### config.mk
export PLATFORM = sky130hd
export DESIGN_NAME = axis_width_converter
export DESIGN_NICKNAME = d
export VERILOG_FILES = /design/src/common/resize_pkg.sv /design/src/width_converter/axis_upsizer.sv /design/src/width_converter/axis_downsizer.sv /design/src/width_converter/axis_width_converter.sv
export SDC_FILE = /design/constraint.sdc
export NUM_CORES = 1
export LEC_CHECK = 0
export BUFFER_PORTS_ARGS = -buffer_cell sky130_fd_sc_hd__buf_2
export CORE_ASPECT_RATIO = 0.7
export CORE_MARGIN = 4
export CORE_UTILIZATION = 46
export DETAILED_ROUTE_END_ITERATION = 8
export PLACE_DENSITY = 0.69
export REMOVE_ABC_BUFFERS = 1
export SKIP_CTS_REPAIR_TIMING = 1
export SLEW_MARGIN = 20
export SYNTH_ARGS = -nofsm -noshare
export SYNTH_HDL_FRONTEND = slang
export SYNTH_SLANG_ARGS = --single-unit
### constraint.sdc
create_clock -name clk -period 10.25 [get_ports clk]
set_input_delay 2.05 -clock clk [delete_from_list [all_inputs] [get_ports clk]]
set_output_delay 2.05 -clock clk [all_outputs]
set_load 0.005 [all_outputs]
### src/common/resize_pkg.sv
// shared constants for the stream width converter
// default input width and ratios, plus width helper functions

package resize_pkg;

  // default narrow input width in bits
  localparam int DWIDTH_IN_DEFAULT = 24;

  // default upsize and downsize ratios
  localparam int UP_DEFAULT = 4;
  localparam int DOWN_DEFAULT = 3;

  // width of a counter that indexes slots 0 .. ratio-1
  // never less than one bit so a ratio of 1 still gets a legal vector
  function automatic int count_width(input int ratio);
    int w;
    if (ratio > 1) begin
      w = $clog2(ratio);
    end else begin
      w = 1;
    end
    return w;
  endfunction

  // output width of the converter
  // input width is first multiplied by UP, then split into DOWN slices
  function automatic int conv_out_width(
    input int dwidth_in,
    input int up,
    input int down
  );
    int w;
    w = (dwidth_in * up) / down;
    return w;
  endfunction

endpackage

### src/width_converter/axis_upsizer.sv
// stream upsizer with valid, ready and last
// packs UP narrow input words into one wide output word
// a partial word is flushed early with zero padding when last arrives
`timescale 1ns/1ns

module axis_upsizer #(
  parameter int DWIDTH = 24,
  parameter int UP = 4
) (
  input  logic                     clk,
  input  logic                     reset,

  // narrow input stream
  input  logic [DWIDTH-1:0]        in_data,
  input  logic                     in_valid,
  output logic                     in_ready,
  input  logic                     in_last,

  // wide output stream
  output logic [DWIDTH*UP-1:0]     out_data,
  output logic                     out_valid,
  input  logic                     out_ready,
  output logic                     out_last
);

  import resize_pkg::*;

  localparam int CW = count_width(UP);
  localparam int OWIDTH = DWIDTH * UP;

  // index of the final slot of a wide word
  localparam logic [CW-1:0] LAST_SLOT = CW'(UP - 1);

  // fill counter pointing at the next free slot
  logic [CW-1:0]     cnt;

  // word under assembly and its value after this cycle's write
  logic [OWIDTH-1:0] asm_data;
  logic [OWIDTH-1:0] asm_next;

  logic              in_accept;
  logic              out_take;
  logic              slot_full;
  logic              flush;

  // output register is free, or its word leaves this cycle
  assign in_ready = !out_valid || out_ready;

  assign in_accept = in_valid && in_ready;
  assign out_take = out_valid && out_ready;

  // the incoming word lands in the final slot
  assign slot_full = (cnt == LAST_SLOT);

  // hand the assembled word over on a full word or at packet end
  assign flush = in_accept && (slot_full || in_last);

  // slot write
  // starting a new word clears every upper slot, which gives the
  // zero padding of a partial word
  always_comb begin
    if (cnt == '0) begin
      asm_next = '0;
    end else begin
      asm_next = asm_data;
    end
    asm_next[cnt*DWIDTH +: DWIDTH] = in_data;
  end

  // fill counter
  always_ff @(posedge clk) begin
    if (reset) begin
      cnt <= '0;
    end else if (in_accept) begin
      if (flush) begin
        cnt <= '0;
      end else begin
        cnt <= cnt + 1'b1;
      end
    end
  end

  // output handshake state
  // a new word may arrive in the same cycle as the old one leaves
  always_ff @(posedge clk) begin
    if (reset) begin
      out_valid <= 1'b0;
      out_last <= 1'b0;
    end else begin
      if (flush) begin
        out_valid <= 1'b1;
        out_last <= in_last;
      end else if (out_take) begin
        out_valid <= 1'b0;
        out_last <= 1'b0;
      end
    end
  end

  // payload registers
  always_ff @(posedge clk) begin
    if (in_accept) begin
      asm_data <= asm_next;
    end
    // assembled word moves to the output one cycle after its final input
    if (flush) begin
      out_data <= asm_next;
    end
  end

endmodule

### src/width_converter/axis_downsizer.sv
// stream downsizer with valid, ready and last
// splits each wide input word into DOWN narrow slices, lowest slice first
// last goes out only with the final slice of a word that carried it
`timescale 1ns/1ns

module axis_downsizer #(
  parameter int DWIDTH = 96,
  parameter int DOWN = 3
) (
  input  logic                     clk,
  input  logic                     reset,

  // wide input stream
  input  logic [DWIDTH-1:0]        in_data,
  input  logic                     in_valid,
  output logic                     in_ready,
  input  logic                     in_last,

  // narrow output stream
  output logic [DWIDTH/DOWN-1:0]   out_data,
  output logic                     out_valid,
  input  logic                     out_ready,
  output logic                     out_last
);

  import resize_pkg::*;

  localparam int CW = count_width(DOWN);
  localparam int SW = DWIDTH / DOWN;

  // index of the highest slice
  localparam logic [CW-1:0] LAST_IDX = CW'(DOWN - 1);

  // current wide word and the last flag that came with it
  logic [DWIDTH-1:0] word_data;
  logic              word_last;

  // slice index that selects the output slice
  logic [CW-1:0]     idx;

  logic              final_slice;
  logic              out_take;
  logic              in_accept;

  assign final_slice = (idx == LAST_IDX);
  assign out_take = out_valid && out_ready;

  // load a new word when empty or when the final slice is leaving
  assign in_ready = !out_valid || (out_take && final_slice);
  assign in_accept = in_valid && in_ready;

  // slice select
  assign out_data = word_data[idx*SW +: SW];

  // packet end only on the highest slice
  assign out_last = word_last && final_slice;

  // valid flag and slice index
  always_ff @(posedge clk) begin
    if (reset) begin
      out_valid <= 1'b0;
      idx <= '0;
    end else begin
      if (in_accept) begin
        // fresh word starts with its lowest slice
        out_valid <= 1'b1;
        idx <= '0;
      end else if (out_take) begin
        if (final_slice) begin
          out_valid <= 1'b0;
          idx <= '0;
        end else begin
          idx <= idx + 1'b1;
        end
      end
    end
  end

  // last flag of the held word
  always_ff @(posedge clk) begin
    if (reset) begin
      word_last <= 1'b0;
    end else if (in_accept) begin
      word_last <= in_last;
    end
  end

  // wide word payload
  always_ff @(posedge clk) begin
    if (in_accept) begin
      word_data <= in_data;
    end
  end

endmodule

### src/width_converter/axis_width_converter.sv
// stream width converter, top level
// an upsizer by UP feeding a downsizer by DOWN
// overall ratio is UP:DOWN
// input width times UP must divide by DOWN
`timescale 1ns/1ns

module axis_width_converter #(
  parameter int DWIDTH_IN = resize_pkg::DWIDTH_IN_DEFAULT,
  parameter int UP = resize_pkg::UP_DEFAULT,
  parameter int DOWN = resize_pkg::DOWN_DEFAULT
) (
  input  logic                 clk,
  input  logic                 reset,

  // narrow input stream
  input  logic [DWIDTH_IN-1:0] in_data,
  input  logic                 in_valid,
  output logic                 in_ready,
  input  logic                 in_last,

  // converted output stream
  output logic [resize_pkg::conv_out_width(DWIDTH_IN, UP, DOWN)-1:0] out_data,
  output logic                 out_valid,
  input  logic                 out_ready,
  output logic                 out_last
);

  // width of the wide intermediate stream
  localparam int MID_WIDTH = DWIDTH_IN * UP;

  logic [MID_WIDTH-1:0] mid_data;
  logic                 mid_valid;
  logic                 mid_ready;
  logic                 mid_last;

  // pack UP input words into one wide word
  axis_upsizer #(
    .DWIDTH (DWIDTH_IN),
    .UP     (UP)
  ) u_up (
    .clk       (clk),
    .reset     (reset),
    .in_data   (in_data),
    .in_valid  (in_valid),
    .in_ready  (in_ready),
    .in_last   (in_last),
    .out_data  (mid_data),
    .out_valid (mid_valid),
    .out_ready (mid_ready),
    .out_last  (mid_last)
  );

  // split the wide word into DOWN output words
  axis_downsizer #(
    .DWIDTH (MID_WIDTH),
    .DOWN   (DOWN)
  ) u_down (
    .clk       (clk),
    .reset     (reset),
    .in_data   (mid_data),
    .in_valid  (mid_valid),
    .in_ready  (mid_ready),
    .in_last   (mid_last),
    .out_data  (out_data),
    .out_valid (out_valid),
    .out_ready (out_ready),
    .out_last  (out_last)
  );

endmodule

# After elaboration in Yosys (flattened, before gate mapping)
# Index checks and enable logic that the tools add are counted.
[op_classes] addsub=3 n_mul=1 div_mod_pow=0 magnitude_cmp=0 eq_ne=2 shifts=3 mux=10 bitwise_logic=0 reduce_logical=17
[op_table] op="$bwmux W96" count=1
[op_table] op="$mux W96" count=1
[op_table] op="$shift A24 B34 Y96 const A" count=1
[op_table] op="$shiftx A24 B34 Y96" count=1
[op_table] op="$shiftx A96 B8 Y32" count=1
[op_table] op="$neg A7 Y34" count=1
[op_table] op="$logic_and A1 B1 Y1" count=6
[op_table] op="$mux W1" count=6
[op_table] op="$reduce_bool A2 Y1" count=3
[op_table] op="$add A2 B1 Y2 const B" count=2
[op_table] op="$eq A2 B2 Y1 const B" count=2
[op_table] op="$mul A2 B2 Y4 const B" count=1
[op_table] op="$mux W2" count=2
[op_table] op="$logic_or A1 B1 Y1" count=3
[op_table] op="$logic_not A1 Y1" count=2
[op_table] op="$logic_not A2 Y1" count=1
[op_table] op="$reduce_and A2 Y1" count=1
[op_table] op="$reduce_or A2 Y1" count=1
[word_totals] ff_bits=296 latchBits=0 ramBits=0 rom_bits=0 inputBits=29 out_inout_bits=35 word_cells=45 n_memories=0

# Logic depth before layout (Yosys ltp)
# Gate-level depths: netlist of the first run.
[logic_depth] depth_word=7 mapped_depth=8

# Hierarchy
# From an unflattened synthesis of the first run, not the netlist that was laid out.
[unflattened] cells_unflattened=775 area_unflattened_um2=11940.2
[modules_own_cells] module="axis_upsizer" instances=1 cells_per_inst=548 area_per_inst_um2=8156.6
[modules_own_cells] module="axis_downsizer" instances=1 cells_per_inst=227 area_per_inst_um2=3783.6

# Worst setup path before layout of the first run
# Ideal clock, no wire load.
[synth_path] path_kind="input to register" start="in out_ready" end="reg u_down.word_last" setup_time_ps=429 arrival_time_ps=9629 required_time_ps=9821 path_slack_ps=192 cell_stages=3 path_buffers=0 cell_sequence="nand3b_1 a21boi_0 mux2i_1"
[synth_via] elab_chain_len=4
[synth_rtl] element="start, declared" line_no="axis_width_converter.sv:24" rtl="input logic out_ready,"
[synth_rtl] element="$logic_and A1 B1 Y1" line_no="axis_downsizer.sv:46" rtl="assign out_take = out_valid && out_ready;"
[synth_rtl] element="$logic_and A1 B1 Y1" line_no="axis_downsizer.sv:49" rtl="assign in_ready = !out_valid || (out_take && final_slice);"
[synth_rtl] element="$logic_or A1 B1 Y1" line_no="axis_downsizer.sv:49"
[synth_rtl] element="$logic_and A1 B1 Y1" line_no="axis_downsizer.sv:50" rtl="assign in_accept = in_valid && in_ready;"
[synth_rtl] element="net u_down.in_accept" line_no="axis_downsizer.sv:43" rtl="logic in_accept;"
[synth_rtl] element="end signal, assigned" line_no="axis_downsizer.sv:84" rtl="word_last <= in_last;"
[synth_rtl] element="end, declared" line_no="axis_downsizer.sv:36" rtl="logic word_last;"
# The timed path passes the listed nets, and every way through them passes these cells.
# A chain may end at the register's enable or synchronous reset.

# Worst setup path after layout of the first run
[layout_path] start="in out_ready" end="out in_ready"
[layout_via] elab_chain_len=4
[layout_rtl] element="$logic_and A1 B1 Y1" line_no="axis_downsizer.sv:46"
[layout_rtl] element="$logic_and A1 B1 Y1" line_no="axis_downsizer.sv:49"
[layout_rtl] element="$logic_or A1 B1 Y1" line_no="axis_downsizer.sv:49"
[layout_rtl] element="$logic_or A1 B1 Y1" line_no="axis_upsizer.sv:47" rtl="assign in_ready = !out_valid || out_ready;"
[layout_rtl] element="end, declared" line_no="axis_width_converter.sv:18" rtl="output logic in_ready,"
# No other way between the ends.

==> results of run 1 <==
[how the worst max path moves through the flow]
stage | depth (start not counted) | to | start | slack (ns)
3_5_place_dp | 4 | in_ready | out_ready | 5.49
2_1_floorplan | 3 | u_down.word_last | out_ready | 0.18
5_1_grt | 5 | out_data[5] | u_down.idx[1] | 5.41
6_report | 4 | in_ready | out_ready | 5.48
3_3_place_gp | 4 | in_ready | out_ready | 5.50
4_1_cts | 4 | in_ready | out_ready | 5.49
[stage by stage]
step	power [mW]	hold WS, ns
floorplan	1.54	0.400
global placement	1.60	0.401
detailed placement	1.60	0.405
CTS	2.55	0.409
global route	2.62	0.416
finish	2.53	0.405
[cells by family after synthesis]
family,after synthesis
buffers and inverters,53
AND/OR/NAND/NOR,139
adder cells (fa/ha/maj),6
XOR/XNOR,2
multiplexers,47
AO/OA/AOI/OAI,176
flip-flops,296
[where the power goes]
group | total [mW] | leakage, nW | switching [mW] | internal [mW]
Sequential | 1.41 | 2.86 | 0.0164 | 1.40
Combinational | 0.163 | 1.15 | 0.111 | 0.0523
Clock | 0.956 | 0.396 | 0.424 | 0.532
[placed cells by master, fill, tap and decap left out, types with 3 or more instances in the layout]
cell type,n
edfxtp_1,288
buf_2,63
nand2_1,52
mux2i_1,47
o21ai_0,47
a22o_1,44
clkbuf_16,27
nand3b_1,19
a21oi_1,16
a32o_1,16
and2_1,14
buf_4,13
a22o_2,12
nor2_1,10
clkinv_1,9
a311oi_1,9
a211oi_1,8
nand3_1,8
a21boi_0,8
a221o_1,8
dfxtp_1,7
and3_1,5
a221oi_1,5
ha_1,5
clkinvlp_4,5
clkinv_2,4
nor2b_1,4
nand4_1,4
or2b_1,4
nand2b_1,4
inv_1,3
nor2_2,3
[layout make-up]
type / instances / area share
tap: 325 / 0.0308
inverter: 5 / 0.00152
multi-input combinational: 370 / 0.206
timing repair buffer: 76 / 0.0313
clock inverter: 20 / 0.0121
sequential: 296 / 0.667
clock buffer: 28 / 0.0514
[flip-flops by register name (all words and copies together) (netlist names)]
signal / count
u_down.word_data: 96
u_down.word_last: 1
u_up.cnt: 2
u_up.out_valid: 1
u_up.asm_data: 96
u_up.out_data: 96
u_down.out_valid: 1
u_up.out_last: 1
u_down.idx: 2
[synthesized netlist by cell type, types with 8 or more instances]
master	n	area share
edfxtp_1	288	0.74
nand2_1	52	0.017
mux2i_1	47	0.040
o21ai_0	47	0.020
a22o_1	44	0.033
clkbuf_1	22	0.0070
nand3b_1	19	0.012
a21oi_1	16	0.0068
a32o_1	16	0.014
buf_2	16	0.0068
and2_1	14	0.0075
nor2_1	14	0.0045
a22o_2	12	0.010
a21boi_0	9	0.0057
a311oi_1	9	0.0067
a211oi_1	8	0.0051
a221o_1	8	0.0068
dfxtp_1	8	0.014
nand3_1	8	0.0034
[critical path, cell delays in order]
cell and delay (ns):
buf_2 0.12, nand3b_1 0.24, nand3_1 0.14, buf_2 0.16
[routing by layer]
layer  part of all wire  vias up  GRT usage
li1                   -     2967          -
met1               0.47     3267      0.279
met2               0.44      253      0.251
met3              0.075       30     0.0301
met4              0.014        0     0.0345
met5                  0        -          0
==> results.txt, run 1 <==
simple-gate area share of the yosys netlist - 0.0649
Core Footprint - 24900 um^2
width of the die - 199 um
layout cells sized above 1 - 0.184
area growth from synthesis to final layout - 12.3%
standby leakage power - 4.40 nW
CTS Root Cell - clkbuf_16
compound-gate portion of the synthesized area - 0.113
max_slew headroom - 0.290
Vias/cell - 5.82
WL per Instance - 22.1 um
FMAX - 0.210 GHz
die boundary height - 142 um
area post-placement - 12400 um^2
antenna violations before repair - 0
Via Count - 6517
largest buffer count on any clock path - 3
run status - finished, final reports clean
final-layout setup total negative slack - 0 ns
# nets final - 810
multiplexer area fraction after synthesis - 0.0400
area taken by flip-flops and latches - 8810 um^2
post-route clock skew - 0.0141 ns
GRT Util Overall - 0.174
insertion delay of the later-clocked pin in the worst-skew pair - 0.52 ns
number of distinct library cells after synthesis - 45
Final Core Density - 0.530
Synth Instances - 719
Mean Syn Cell Area - 16.3 um^2
classification of the worst setup path - primary input to output port
top_reg_cell synth - edfxtp_1
worst vdd ir - 146 uV
number of clock sinks - 296
number of hold violations in the final report - 0
cell total after placement - 1072
floorplan row count - 48
shortest period the worst path allows - 4.77 ns
count of cells along the worst hold path - 0
number of synthesized flops with an enable pin - 288
area taken by multi-input logic gates - 2720 um^2
final cycle utilization of the critical path - 0.465
Post-synth ARST share - 0
number of clock buffers inserted by TritonCTS - 26
classification of the worst-slack hold path - flip-flop to flip-flop
wire length after detailed routing - 24800 um
max-slew violation total from the final report - 0
TritonCTS clock tree - done
FF-to-FF End - u_up.out_data[17]
endpoint with the worst hold slack - u_down.word_data[66]
share of the synthesized netlist area taken by xor and xnor gates - 0.00373
worst r2r path cells - 6
H-tree levels - 1
startpoint of the most critical hold path - u_up.out_data[66]
die outline area - 28200 um^2
top fanout value on the critical path - 6
Reg clk slew, reported paths - 0.07 ns
required time reported for the critical path endpoint - 8.20 ns
via count of the first global-routing pass - 6096
synthesis warning total - 0
Max Cap Viol - 0
half-perimeter wire length after placement - 14600 um
dominant combinational cell family by area after synthesis - compound AO/OA/AOI/OAI gates
placer congestion estimate - 0.786
Post-Synthesis Cell Area - 11800 um^2
arrival time of data at the critical path endpoint - 2.72 ns
remaining antenna violation count - 0
element type at the critical path start - primary input
pin count of the biggest net entering global routing - 75
transition time at the pin with the least slew margin - 1.06 ns
post-synthesis sequential area ratio - 0.749
filler cell count - 2020
wire length of the first global-routing pass - 37700 um
post-synthesis adder-cell area fraction - 0.00639
initial core utilization - 0.472
RSZ-0062 raised after global routing - false
number of design-rule violations left by the first detailed-router iteration - 827
Synth Register Bits - 296
ant diodes - 0
Critical Path End Type - output port
worst-case register-to-register setup slack - 6.83 ns
final design area excluding fillers - 13200 um^2
power density over the cells - 192 nW/um^2
final worst-path setup slack - 5.48 ns
Initial DRT Pass Iterations - 5
final standard cell count with taps included and fillers excluded - 1120
number of I/O pins - 64
GRT overflow - 0
PortBufs - 63
worst slack, placed - 5.49 ns
start of the worst register-to-register path - u_up.cnt[0]
Post-route DRC - 0
setup violators final - 0
Note: power is estimated with default switching activity, not from simulation.
==> run 2, diff against run 1 <==
--- a/config.mk
+++ b/config.mk
@@ -10,7 +10,7 @@
 export CORE_MARGIN = 4
 export CORE_UTILIZATION = 46
 export DETAILED_ROUTE_END_ITERATION = 8
-export PLACE_DENSITY = 0.69
+export PLACE_DENSITY = 0.67
 export REMOVE_ABC_BUFFERS = 1
 export SKIP_CTS_REPAIR_TIMING = 1
 export SLEW_MARGIN = 20
==> constraint.sdc (replaced) <==
create_clock -name clk -period 4.7 [get_ports clk]
set_input_delay 0.94 -clock clk [delete_from_list [all_inputs] [get_ports clk]]
set_output_delay 0.94 -clock clk [all_outputs]
set_load 0.005 [all_outputs]
==> run 2 against run 1 <==
Against the previous run: setup slack lost 4.5 ns; core utilization grew 0.42 points; hold slack gained 0.012 ns; cell count grew 0.27%; critical path depth grew 1; sequential share of layout area shrank 0.52 points.
==> results.txt, run 2 (synthesis results as in run 1) <==
power density over the cells - 430 nW/um^2
width of the die - 199 um
Initial DRT Pass Iterations - 5
cell total after placement - 1074
wire length after detailed routing - 25900 um
Via Count - 6641
worst slack, placed - 1.32 ns
number of design-rule violations left by the first detailed-router iteration - 792
max-slew violation total from the final report - 0
area growth from synthesis to final layout - 13.2%
remaining antenna violation count - 0
area post-placement - 12400 um^2
die outline area - 28200 um^2
setup violators final - 0
CTS Root Cell - clkbuf_16
post-route clock skew - 0.0125 ns
ant diodes - 0
Max Cap Viol - 0
H-tree levels - 1
placer congestion estimate - 0.824
die boundary height - 142 um
layout cells sized above 1 - 0.189
pin count of the biggest net entering global routing - 97
initial core utilization - 0.472
number of clock sinks - 296
PortBufs - 63
FMAX - 0.267 GHz
final design area excluding fillers - 13300 um^2
TritonCTS clock tree - done
classification of the worst-slack hold path - flip-flop to flip-flop
number of clock buffers inserted by TritonCTS - 27
final standard cell count with taps included and fillers excluded - 1123
shortest period the worst path allows - 3.74 ns
top fanout value on the critical path - 18
Reg clk slew, reported paths - 0.07 ns
final worst-path setup slack - 0.958 ns
insertion delay of the later-clocked pin in the worst-skew pair - 0.52 ns
RSZ-0062 raised after global routing - false
Gate power share - 0.062
commonest cells after routing, fill and taps aside - edfxtp_1 (288), buf_2 (63), nand2_1 (52), mux2i_1 (47), o21ai_0 (47)
WL per Instance - 23.1 um
GRT Util Overall - 0.182
final cycle utilization of the critical path - 0.796
Internal Power - 4.51 mW
antenna violations before repair - 0
classification of the worst setup path - flip-flop to output port
element type at the critical path start - flip-flop
standby leakage power - 4.47 nW
area taken by flip-flops and latches - 8810 um^2
# nets final - 813
GRT overflow - 0
worst vdd ir - 293 uV
Vias/cell - 5.91
floorplan row count - 48
Core Footprint - 24900 um^2
run status - finished, final reports clean
Critical Path End Type - output port
net switching power of the design - 1.22 mW
Post-route DRC - 0
via count of the first global-routing pass - 6515
required time reported for the critical path endpoint - 3.76 ns
half-perimeter wire length after placement - 15800 um
switching power share of the total - 0.213
share of total power in sequential cells - 0.539
transition time at the pin with the least slew margin - 1.05 ns
number of hold violations in the final report - 0
Regs by FF count - u_down.word_data (96), u_up.asm_data (96), u_up.out_data (96)
share of total power in the clock network - 0.399
most common cell after layout, fill and taps aside - edfxtp_1
arrival time of data at the critical path endpoint - 2.80 ns
filler cell count - 1969
max_slew headroom - 0.297
largest buffer count on any clock path - 3
Final Core Density - 0.534
area taken by multi-input logic gates - 2700 um^2
wire length of the first global-routing pass - 39600 um
number of I/O pins - 64
[run 2: cell count changes in the layout (fill, tap and decap cells not counted), sizes merged]
| cell | previous run | this run |
|---|---|---|
| clkinvlp | 5 | 4 |
| bufinv | 2 | 5 |
| buf | 76 | 78 |
| clkinv | 14 | 12 |
| clkbuf | 28 | 29 |
[run 2: metrics by stage]
step	hold slack (ns)	power (mW)	setup TNS, ns
after floorplan	0.400	3.36	-567.03
after global routing	0.420	5.93	0
final	0.417	5.73	0
after detailed placement	0.405	3.50	0
after global placement	0.401	3.48	0
after CTS	0.417	5.76	0
[run 2: worst paths after layout]
check	startpoint	to	slack, ns	cells past startpoint
hold / removal	u_up.out_data[15]	u_down.word_data[15]	0.42	0
hold reg to reg	u_up.out_data[15]	u_down.word_data[15]	0.42	0
setup / recovery	u_down.idx[1]	out_data[14]	0.96	5
setup reg to reg	u_up.cnt[0]	u_up.out_data[36]	1.50	6
[run 2: critical path, stage by stage, from the launching register on]
cell and delay, ns:
dfxtp_1 0.65, nor2b_2 0.85, buf_4 0.43, nand2_1 0.09
o21ai_0 0.09, buf_2 0.15
[run 2: power by group through the flow]
stage | combinational (mW) | clock [mW] | sequential [mW]
after CTS | 0.353 | 2.32 | 3.09
final | 0.354 | 2.29 | 3.09
after global placement | 0.338 | 0 | 3.14
after global routing | 0.383 | 2.44 | 3.10
after floorplan | 0.203 | 0 | 3.15
after detailed placement | 0.352 | 0 | 3.15
[run 2: layout make-up]
type,instances,area share
Tap cell,325,0.0306
Inverter,5,0.00150
Clock buffer,29,0.0521
Clock inverter,20,0.0177
Multi-Input combinational cell,370,0.203
Timing Repair Buffer,78,0.0331
Sequential cell,296,0.662
[run 2: layer usage]
layer  global-route usage  part of all wire  vias up
li1                     -                 -     2976
met1                0.276              0.44     3331
met2                0.278              0.45      299
met3               0.0332             0.080       35
met4               0.0428             0.022        0
met5                    0                 0        -
==> run 3, diff against run 2 <==
--- a/config.mk
+++ b/config.mk
@@ -5,12 +5,13 @@
 export SDC_FILE = /design/constraint.sdc
 export NUM_CORES = 1
 export LEC_CHECK = 0
+export ABC_AREA = 1
 export BUFFER_PORTS_ARGS = -buffer_cell sky130_fd_sc_hd__buf_2
 export CORE_ASPECT_RATIO = 0.7
 export CORE_MARGIN = 4
 export CORE_UTILIZATION = 46
 export DETAILED_ROUTE_END_ITERATION = 8
-export PLACE_DENSITY = 0.67
+export PLACE_DENSITY = 0.69
 export REMOVE_ABC_BUFFERS = 1
 export SKIP_CTS_REPAIR_TIMING = 1
 export SLEW_MARGIN = 20
==> constraint.sdc (replaced) <==
create_clock -name clk -period 3.05 [get_ports clk]
set_input_delay 0.61 -clock clk [delete_from_list [all_inputs] [get_ports clk]]
set_output_delay 0.61 -clock clk [all_outputs]
set_load 0.005 [all_outputs]
==> run 3 against run 2 <==
Against the previous run: critical path depth is 2 higher; cell count up 32%; hold slack got worse by 0.13 ns; clock skew grew 0.0040 ns; setup slack worse by 0.75 ns; critical endpoint is now out_data[23]; largest cell class unchanged.
==> results.txt, run 3 <==
run status - finished, final reports clean
Max Cap Viol - 0
pin count of the biggest net entering global routing - 68
# nets final - 1138
post-synthesis sequential area ratio - 0.704
H-tree levels - 1
classification of the worst setup path - flip-flop to output port
transition time at the pin with the least slew margin - 0.681 ns
cell with the most instances after synthesis - edfxtp_1
commonest cells after routing, fill and taps aside - edfxtp_1 (288), nand2_1 (240), nand3_1 (221), buf_2 (63), o21ai_0 (37)
die boundary height - 146 um
CTS Root Cell - clkbuf_16
classification of the worst-slack hold path - primary input to flip-flop
WL per Instance - 19.8 um
GRT Util Overall - 0.195
floorplan row count - 50
max-slew violation total from the final report - 0
number of distinct library cells after synthesis - 34
synthesis warning total - 0
largest buffer count on any clock path - 3
TritonCTS clock tree - done
layout cells sized above 1 - 0.137
top fanout value on the critical path - 19
worst slack, placed - 0.553 ns
FF-to-FF End - u_up.out_data[23]
endpoint with the worst hold slack - u_down.out_valid
standby leakage power - 5.20 nW
final design area excluding fillers - 14000 um^2
cell total after placement - 1437
wire length of the first global-routing pass - 45700 um
via count of the first global-routing pass - 7852
leading cell types by count after synthesis - edfxtp_1 (288), nand2_1 (240), nand3_1 (221)
Synth Register Bits - 296
element type at the critical path start - flip-flop
most common cell after layout, fill and taps aside - edfxtp_1
Critical Path End Type - output port
final standard cell count with taps included and fillers excluded - 1485
remaining antenna violation count - 0
worst vdd ir - 541 uV
startpoint of the most critical hold path - reset
number of design-rule violations left by the first detailed-router iteration - 953
antenna violations before repair - 0
placer congestion estimate - 0.943
area growth from synthesis to final layout - 11.8%
number of clock sinks - 296
width of the die - 205 um
Post-Synthesis Cell Area - 12500 um^2
area share of the leading cell type in the synthesized netlist - 0.692
number of clock buffers inserted by TritonCTS - 28
FMAX - 0.351 GHz
power density over the cells - 645 nW/um^2
synth top area cells - edfxtp_1 (69%), nand3_1 (8.8%), nand2_1 (7.2%)
top cell type by total area after synthesis - edfxtp_1
setup violators final - 0
final-layout setup total negative slack - 0 ns
number of I/O pins - 64
Initial DRT Pass Iterations - 5
count of cells along the worst hold path - 2
final cycle utilization of the critical path - 0.933
insertion delay of the later-clocked pin in the worst-skew pair - 0.55 ns
Post-route DRC - 0
Mean Syn Cell Area - 11.9 um^2
initial core utilization - 0.467
final worst-path setup slack - 0.205 ns
required time reported for the critical path endpoint - 2.44 ns
top_reg_cell synth - edfxtp_1
area post-placement - 13200 um^2
start of the worst register-to-register path - u_up.cnt[0]
worst-case register-to-register setup slack - 0.41 ns
max_slew headroom - 0.546
RSZ-0062 raised after global routing - false
shortest period the worst path allows - 2.85 ns
Via Count - 8390
Reg clk slew, reported paths - 0.06 ns
GRT overflow - 0
arrival time of data at the critical path endpoint - 2.24 ns
number of synthesized flops with an enable pin - 288
Core Footprint - 26800 um^2
half-perimeter wire length after placement - 19300 um
die outline area - 29900 um^2
wire length after detailed routing - 29400 um
post-route clock skew - 0.0165 ns
Synth Instances - 1054
ant diodes - 0
PortBufs - 63
worst r2r path cells - 8
Regs by FF count - u_down.word_data (96), u_up.asm_data (96), u_up.out_data (96)
number of hold violations in the final report - 0
Post-synth ARST share - 0
Vias/cell - 5.65
[run 3: power by group]
part	total [mW]	switching [mW]	internal, mW	leakage (nW)
clock network	3.21	1.40	1.81	0.405
registers	4.84	0.0667	4.77	2.86
logic	0.977	0.736	0.241	1.93
[run 3: cells by family after synthesis]
group / after synthesis / synth area share
AND/OR/NAND/NOR: 546 / 0.202
flip-flops: 296 / 0.704
AO/OA/AOI/OAI: 103 / 0.0426
buffers and inverters: 103 / 0.0452
adder cells (fa/ha/maj): 6 / 0.00600
[run 3: per-layer routing]
metal / routed length, um / GRT usage / part of all wire
met1: 13700 / 0.310 / 0.46
met2: 12400 / 0.275 / 0.42
met3: 2630 / 0.0394 / 0.089
met4: 709 / 0.0455 / 0.024
met5: 0 / 0 / 0
[run 3: final cells by class]
class                   instances  area (um^2)
flip-flops and latches        296         8810
clock buffers                  36          752
multi-input cells             655         3140
repair buffers                 88          591
fillers                      2365        12800
inverters                      34          154
well taps                     364          455
clock inverters                12         78.8
[run 3: how the worst max path moves through the flow]
| stage | from | end | slack [ns] | cells past startpoint |
|---|---|---|---|---|
| 2_1_floorplan | u_down.idx[0] | u_down.word_last | -1.14 | 5 |
| 3_3_place_gp | u_up.cnt[0] | u_up.out_data[59] | 0.56 | 10 |
| 3_5_place_dp | u_up.cnt[0] | u_up.out_data[23] | 0.55 | 8 |
| 4_1_cts | u_down.idx[1] | out_data[0] | 0.15 | 7 |
| 5_1_grt | u_down.idx[1] | out_data[0] | 0.006 | 7 |
| 6_report | u_down.idx[1] | out_data[23] | 0.20 | 7 |
[run 3: per-stage QoR]
stage | hold WS [ns] | total power, mW | util
after floorplan | 0.400 | 5.49 | -
after global placement | 0.400 | 5.86 | 0.491
after detailed placement | 0.405 | 5.88 | 0.491
after CTS | 0.265 | 9.08 | 0.522
after global routing | 0.293 | 9.39 | 0.522
final | 0.287 | 9.02 | 0.522
[run 3: critical path, stage by stage, from the launching register on]
cell and delay [ns]:
dfxtp_1 0.35, inv_2 0.32, nand2_1 0.16, inv_2 0.34, buf_12 0.22, nand2_1 0.07
nand3_1 0.08, buf_2 0.12
